==> src/rtl/lenet_pkg.sv <==
package lenet_pkg;

    localparam int pixel_w     = 8;
    localparam int word_w      = 32;
    localparam int lanes       = 4;
    localparam int addr_w      = 16;
    localparam int acc_w       = 25;
    localparam int scale_w     = 32;
    localparam int kernel      = 5;
    localparam int quant_shift = 16;
    localparam int out_base    = 256;

    typedef logic signed [pixel_w-1:0] pixel_t;
    typedef logic signed [acc_w-1:0]   acc_t;

    // lane 0 sits in the low byte
    typedef union packed {
        logic [word_w-1:0]    word;
        pixel_t [lanes-1:0]   lane;
    } act_word_u;

endpackage

==> src/rtl/conv_ctrl.sv <==
`timescale 1ns/1ps

module conv_ctrl
    import lenet_pkg::*;
#(
    parameter int IMG_SIZE = 12,
    parameter int OUT_CH   = 2
) (
    input  logic              clk,
    input  logic              rst_n,
    input  logic              compute_start,
    output logic [addr_w-1:0] act_addr0,
    output logic [addr_w-1:0] act_addr1,
    output logic [addr_w-1:0] weight_addr0,
    output logic [addr_w-1:0] weight_addr1,
    output logic [lanes-1:0]  act_wea0,
    output logic              mac_en0,
    output logic              mac_en1,
    output logic              acc_clr,
    output logic              pool_valid,
    output logic              lane_hi,
    output logic              compute_finish
);
    localparam int prows     = (IMG_SIZE - 4) / 2;
    localparam int groups    = (IMG_SIZE - 4) / 4;
    localparam int row_words = IMG_SIZE / lanes;
    localparam int out_words = (IMG_SIZE - 4) / 8;
    localparam int reads     = kernel + 1;
    localparam int drain_len = 3;

    localparam logic [2:0] st_idle   = 3'd0;
    localparam logic [2:0] st_read   = 3'd1;
    localparam logic [2:0] st_drain  = 3'd2;
    localparam logic [2:0] st_pool   = 3'd3;
    localparam logic [2:0] st_write  = 3'd4;
    localparam logic [2:0] st_finish = 3'd5;

    logic [2:0] state;
    logic [2:0] step;
    logic [2:0] wrow;
    logic [$clog2(OUT_CH+1)-1:0] ch;
    logic [$clog2(prows+1)-1:0]  prow;
    logic [$clog2(groups+1)-1:0] grp;
    logic last_grp;
    logic last_group;
    logic rd_d1;
    logic rd_d2;
    logic [2:0] step_d1;
    logic [2:0] step_d2;
    logic [addr_w-1:0] rd_addr;
    logic [addr_w-1:0] out_addr;
    logic [addr_w-1:0] w_addr;

    assign last_grp   = int'(grp) == groups - 1;
    assign last_group = last_grp && int'(prow) == prows - 1 && int'(ch) == OUT_CH - 1;

    always_ff @(posedge clk) begin
        if (!rst_n) begin
            state <= st_idle;
            step  <= '0;
            ch    <= '0;
            prow  <= '0;
            grp   <= '0;
        end else begin
            case (state)
                st_idle: begin
                    step <= '0;
                    ch   <= '0;
                    prow <= '0;
                    grp  <= '0;
                    if (compute_start) begin
                        state <= st_read;
                    end
                end
                st_read: begin
                    if (int'(step) == reads - 1) begin
                        step  <= '0;
                        state <= st_drain;
                    end else begin
                        step <= step + 1'b1;
                    end
                end
                st_drain: begin
                    if (int'(step) == drain_len - 1) begin
                        step  <= '0;
                        state <= st_pool;
                    end else begin
                        step <= step + 1'b1;
                    end
                end
                st_pool: begin
                    // even groups only fill the low lane pair
                    if (grp[0]) begin
                        state <= st_write;
                    end else begin
                        grp   <= grp + 1'b1;
                        state <= st_read;
                    end
                end
                st_write: begin
                    if (step == 3'd1) begin
                        step <= '0;
                        if (last_group) begin
                            state <= st_finish;
                        end else begin
                            state <= st_read;
                            if (!last_grp) begin
                                grp <= grp + 1'b1;
                            end else begin
                                grp <= '0;
                                if (int'(prow) != prows - 1) begin
                                    prow <= prow + 1'b1;
                                end else begin
                                    prow <= '0;
                                    ch   <= ch + 1'b1;
                                end
                            end
                        end
                    end else begin
                        step <= step + 1'b1;
                    end
                end
                default: state <= st_idle;
            endcase
        end
    end

    // read data reaches the pe inputs two cycles after its address
    always_ff @(posedge clk) begin
        if (!rst_n) begin
            rd_d1 <= 1'b0;
            rd_d2 <= 1'b0;
        end else begin
            rd_d1 <= state == st_read;
            rd_d2 <= rd_d1;
        end
    end

    always_ff @(posedge clk) begin
        step_d1 <= step;
        step_d2 <= step_d1;
    end

    assign wrow = (int'(step) < kernel) ? step : 3'(kernel - 1);

    always_comb begin
        rd_addr  = addr_w'((2 * int'(prow) + int'(step)) * row_words + int'(grp));
        out_addr = addr_w'(out_base + (int'(ch) * prows + int'(prow)) * out_words
                           + int'(grp) / 2);
        w_addr   = addr_w'((int'(ch) * kernel + int'(wrow)) * 2);
    end

    assign act_addr0      = (state == st_write) ? out_addr : rd_addr;
    assign act_addr1      = rd_addr + 1'b1;
    assign weight_addr0   = w_addr;
    assign weight_addr1   = w_addr + 1'b1;
    assign act_wea0       = {lanes{state == st_write && step == 3'd1}};
    assign mac_en0        = rd_d2 && int'(step_d2) < kernel;
    assign mac_en1        = rd_d2 && step_d2 != 3'd0;
    assign acc_clr        = state == st_read && step == 3'd0;
    assign pool_valid     = state == st_pool;
    assign lane_hi        = grp[0];
    assign compute_finish = state == st_finish;

    a_weight_range: assert property (@(posedge clk) disable iff (!rst_n)
        int'(weight_addr1) < OUT_CH * 2 * kernel);

    // no output write while a group is still being read or accumulated
    a_no_write_in_read: assert property (@(posedge clk) disable iff (!rst_n)
        (rd_d1 || rd_d2) |-> act_wea0 == '0);

endmodule

==> config.mk <==
export PLATFORM = sky130hd
export DESIGN_NAME = conv_ctrl
export DESIGN_NICKNAME = d
export VERILOG_FILES = /design/src/rtl/lenet_pkg.sv /design/src/rtl/conv_ctrl.sv
export SDC_FILE = /design/constraint.sdc
export NUM_CORES = 1
export LEC_CHECK = 0
export BUFFER_PORTS_ARGS = -buffer_cell sky130_fd_sc_hd__buf_2
export CAP_MARGIN = 5
export CORE_UTILIZATION = 54
export CTS_CLUSTER_DIAMETER = 100
export DETAILED_ROUTE_END_ITERATION = 8
export HOLD_SLACK_MARGIN = 0.1
export PLACE_DENSITY = 0.82
export RECOVER_POWER = 100
export SLEW_MARGIN = 40
export SYNTH_ARGS = -nofsm -noshare
export SYNTH_HDL_FRONTEND = slang
export SYNTH_SLANG_ARGS = --single-unit
==> constraint.sdc <==
create_clock -name clk -period 5.7 [get_ports clk]
set_input_delay 1.14 -clock clk [delete_from_list [all_inputs] [get_ports clk]]
set_output_delay 1.14 -clock clk [all_outputs]
set_load 0.01 [all_outputs]
# Word-level counts from Yosys, hierarchy flattened
# Index checks and enable logic that the tools add are counted.
[totals]
input_bits = 3
out_inout_bits = 74
reg_bits = 21
[op_classes]
n_eq_ne = 20
multipliers = 2
n_lt_le_gt_ge = 2
n_addsub = 12
n_mux = 28
reduce_logical = 17
[ops]
columns = ["op", "n"]
rows = [
  ["two-way mux 3 bit", 14],
  ["two-way mux 2 bit", 8],
  ["inequality test 2 bit (second input constant)", 8],
  ["equality test 3 bit (second input constant)", 5],
  ["case mux 3 bit (5 select lines)", 1],
  ["case mux 3 bit (4 select lines)", 1],
  ["AND reduction 4 bit", 3],
  ["adder 10 x 1 -> 11 bit", 1],
  ["two-way mux 11 bit", 1],
  ["adder 4 x 3 -> 5 bit", 2],
  ["adder 9 x 5 -> 10 bit (first input constant)", 1],
  ["adder 8 x 1 -> 9 bit (second input constant)", 1],
  ["adder 7 x 1 -> 8 bit (second input constant)", 1],
  ["adder 7 x 2 -> 8 bit", 1],
  ["multiplier 5 x 2 -> 7 bit (second input constant)", 1],
  ["adder 3 x 1 -> 3 bit (second input constant)", 2],
  ["adder 5 x 3 -> 6 bit", 1],
  ["equality test 3 x 1 -> 1 bit (second input constant)", 2],
  ["equality test 3 x 2 -> 1 bit (second input constant)", 2],
  ["logical AND 1 bit", 6],
  ["zero test 3 bit", 2],
  ["< comparator 3 bit (second input constant)", 2],
  ["case mux 2 bit (3 select lines)", 1],
  ["case mux 3 bit (2 select lines)", 1],
  ["other kinds (10)", 13],
]

# Logic depth before layout (Yosys ltp)
[depth]
ltp_word = 6
depth_mapped = 9
mapped_depth_nobuf = 9

# Worst setup path after synthesis
# Ideal clock, no wire load.
[synth_path]
path_type = "register to output"
start = "reg prow[0]"
end = "out act_addr1[7]"
stages_incl_launch_ff = 10
slack_ns = 1.709
path_buffers = 0
arrival_ns = 2.851
path_cell_list = "dfxtp_1 > ha_1 > fa_1 > xor2_1 > ha_1 > ha_1 > a21oi_1 > a21boi_0 > or2_2 > nor4_1"
[synth_between]
elab_chain_cells = 4
[synth_lines]
columns = ["element", "line", "text"]
rows = [
  ["start: declaration", "conv_ctrl.sv:42", "logic [$clog2(prows+1)-1:0] prow;"],
  ["start signal: assignment", "conv_ctrl.sv:112", "prow <= prow + 1'b1;"],
  ["adder 4 x 3 -> 5 bit", "conv_ctrl.sv:147", "rd_addr = addr_w'((2 * int'(prow) + int'(step)) * row_words + int'(grp));"],
  ["multiplier 5 x 2 -> 7 bit", "conv_ctrl.sv:147", ""],
  ["adder 7 x 2 -> 8 bit", "conv_ctrl.sv:147", ""],
  ["adder 8 x 1 -> 9 bit", "conv_ctrl.sv:154", "assign act_addr1 = rd_addr + 1'b1;"],
  ["end: declaration", "conv_ctrl.sv:13", "output logic [addr_w-1:0] act_addr1,"],
]
# Every way passes these cells.

# Worst setup path after layout
[layout_path]
start = "reg step[1]"
end = "out act_addr1[6]"
[layout_between]
elab_chain_cells = 4
[layout_lines]
columns = ["element", "line", "text"]
rows = [
  ["start: declaration", "conv_ctrl.sv:39", "logic [2:0] step;"],
  ["start signal: assignment", "conv_ctrl.sv:80", "step <= step + 1'b1;"],
  ["start signal: assignment", "conv_ctrl.sv:88", "step <= step + 1'b1;"],
  ["start signal: assignment", "conv_ctrl.sv:120", "step <= step + 1'b1;"],
  ["adder 4 x 3 -> 5 bit", "conv_ctrl.sv:147", ""],
  ["multiplier 5 x 2 -> 7 bit", "conv_ctrl.sv:147", ""],
  ["adder 7 x 2 -> 8 bit", "conv_ctrl.sv:147", ""],
  ["adder 8 x 1 -> 9 bit", "conv_ctrl.sv:154", ""],
]
# Every way passes these cells.

==> metrics <==
Post-synth EDFFs 0; Hold Path Origin step_d1[2]; Clock Latency Late Sink 0.26 ns; Design Area, Final 2074 µm²; TritonCTS Buffers 3; post-synth top area share 20.18%; n_diodes 0; number of setup violations in the final report 0; DIE AREA 4110 µm²; vias in the first global route 1331; Synth Instances 257; Crit path required time 4.56 ns; area grow syn2layout -0.4204%; first-pass GRT wire length 6.003 mm; worst reg-to-reg path cell count 5; sequential share of the synthesized area 20.18%; Crit Path Max Fanout 11; register area 420.4 µm²; core box area 3689 µm²; Placed Area 2073 µm²; Yosys warning total 0; most used flip-flop cell after synthesis dfxtp_1; # clock sinks 21; GP Congestion 0.8258; Startpoint Class register; CTS max path bufs 2; Avg Cell Area, Syn 8.106 µm²; Post-CTS Hold Buffers 0; Filler Cell Count 368; Setup crit end act_addr1[6]; clk root buf clkbuf_8; max-cap viol count 0; Slew @ Worst Pin 0.6010 ns; Total Routing Usage GR 18.04%; layout net count 308; Worst-path clk slew 0.08 ns; routed vias/inst 5.258; Routed WL 3.710 mm; hold slack 0.3282 ns; number of top-level pins 77; setup TNS 0 ns; I/O Buffers 38; Reg2Reg Launch Point state[2]; Setup crit start step[1]; leading area contributor after synthesis dfxtp_1; CP Class register to output port; min-delay worst type register to register; maximum clock rate 212.5 MHz; Detailed Routing Iterations Pass 1 4; via count 1709; Synth top cells by count 46 x buf_4, 23 x ha_1, 21 x dfxtp_1; chip height 64.11 µm; multi-input gate area in the final layout 1369 µm²; final antenna-violating net count 0; most common cell in the netlist buf_4; final hold vios 0; initial antenna violation count 0; async set-reset flop share out of synthesis 0%; Final Slew Violations 0; peak supply drop 149.8 µV; Leak 0.9689 nW; Cell Count, Final, Fillers Out 325; post-synth cell types 50; Synth Register Bits 21; layout cells sized above 1 3.971%; DR DRC count 0; placed insts 321; outcome finished clean; Critical Path AT 3.57 ns; Initial Utilization 56.48%; CTS HTree Levels 1; synth top area cells dfxtp_1 20%, buf_4 17%, ha_1 14%; final critical-path required period 4.707 ns; capturing point of the worst reg2reg path prow[0]; Post-CTS Setup Bufs 0; largest net degree at the start of global routing 20; # resized after CTS 0; HPWL Detailed 2.927 mm; Power Density 153.4 nW/µm²; Die Width 64.11 µm; row count 22; Wirelength per Cell 11.42 µm; fin crit share 82.57%; CP Capture Type output port; Iter 0 DRT Violations 68; CTS tree yes; FF-to-FF setup slack 3.43 ns; Syn Std Cell Area 2083 µm²; GRT overflow 0; clk_skew 0.003661 ns; RSZ-0062 raised after global routing no; Worst slew margin 59.88%
==> critical path, stage by stage (launching register included) <==
cell	delay, ns
dfxtp_1	0.51
ha_1	0.24
fa_1	0.45
ha_1	0.36
fa_1	0.65
nand2_1	0.11
a2111o_1	0.42
a211oi_1	0.25
xnor2_1	0.14
clkbuf_1	0.16
==> layout by cell type, fill, tap and decap left out, types with 3 or more instances in the layout <==
master | Yosys | final
xor2_1 | 4 | 4
nor2b_1 | 6 | 6
conb_1 | 2 | 38
nor2_1 | 16 | 16
nand2_1 | 17 | 17
o21ai_0 | 11 | 11
a31oi_1 | 3 | 3
xnor2_1 | 8 | 8
or2_2 | 3 | 3
fa_1 | 4 | 4
a21oi_1 | 14 | 14
nor3_1 | 4 | 4
clkbuf_1 | 7 | 36
ha_1 | 23 | 23
inv_1 | 9 | 9
clkbuf_8 | 0 | 3
nand2b_1 | 7 | 7
nand3_1 | 4 | 4
dfxtp_1 | 21 | 21
==> flip-flops by register name, summed over array words and instances, names as in the netlist <==
name     cells
ch           2
grp          2
prow         3
rd_d1        1
rd_d2        1
state        3
step         3
step_d1      3
step_d2      3
==> worst min-delay path by stage <==
stage	depth (start not counted)	to	slack [ns]
floorplan	0	step_d2[0]	0.31
global placement	0	step_d2[0]	0.31
detailed placement	0	step_d2[0]	0.31
CTS	0	step_d2[0]	0.33
global route	0	step_d2[1]	0.33
finish	0	step_d2[2]	0.33
==> cells by family (layout without fill, tap and decap cells) <==
| family | after synthesis | count (layout) | synth area share, % |
|---|---|---|---|
| compound gates | 51 | 51 | 16.10 |
| fa+ha+maj | 27 | 27 | 17.66 |
| xor+xnor | 12 | 12 | 5.045 |
| simple gates | 75 | 75 | 19.10 |
| other cells | 2 | 38 | 0.3605 |
| flops | 21 | 21 | 20.18 |
| buf+inv | 67 | 51 | 20.60 |
| mux | 2 | 2 | 0.9610 |
==> per-stage QoR <==
stage	total power, mW	util, %	setup slack [ns]
floorplan	0.2300	-	1.709
global placement	0.2245	56.21	1.423
detailed placement	0.2254	56.21	1.301
CTS	0.3218	57.46	1.022
global route	0.3352	56.24	0.7679
finish	0.3181	56.24	0.9932
==> report_power, final <==
part	total [mW]	switching, mW	internal (mW)
logic	0.0601	0.0408	0.0193
clock network	0.0983	0.0496	0.0488
registers	0.160	0.00804	0.152
==> metal layers <==
metal	track usage (%)	vias up	wire length [µm]
met5	0	-	0
met4	5.833	0	42
met3	2.679	6	215
met2	26.99	66	1724
met1	26.28	784	1727
li1	-	853	-
==> layout make-up <==
| cell class | instances | share of cell area [%] |
|---|---|---|
| clock buffers | 3 | 1.990 |
| clock inverters | 1 | 0.2413 |
| inverters | 9 | 1.628 |
| multi-input cells | 205 | 65.98 |
| flip-flops and latches | 21 | 20.27 |
| well taps | 48 | 2.895 |
| repair buffers | 38 | 6.996 |
Power figures use the tool's default switching activity.
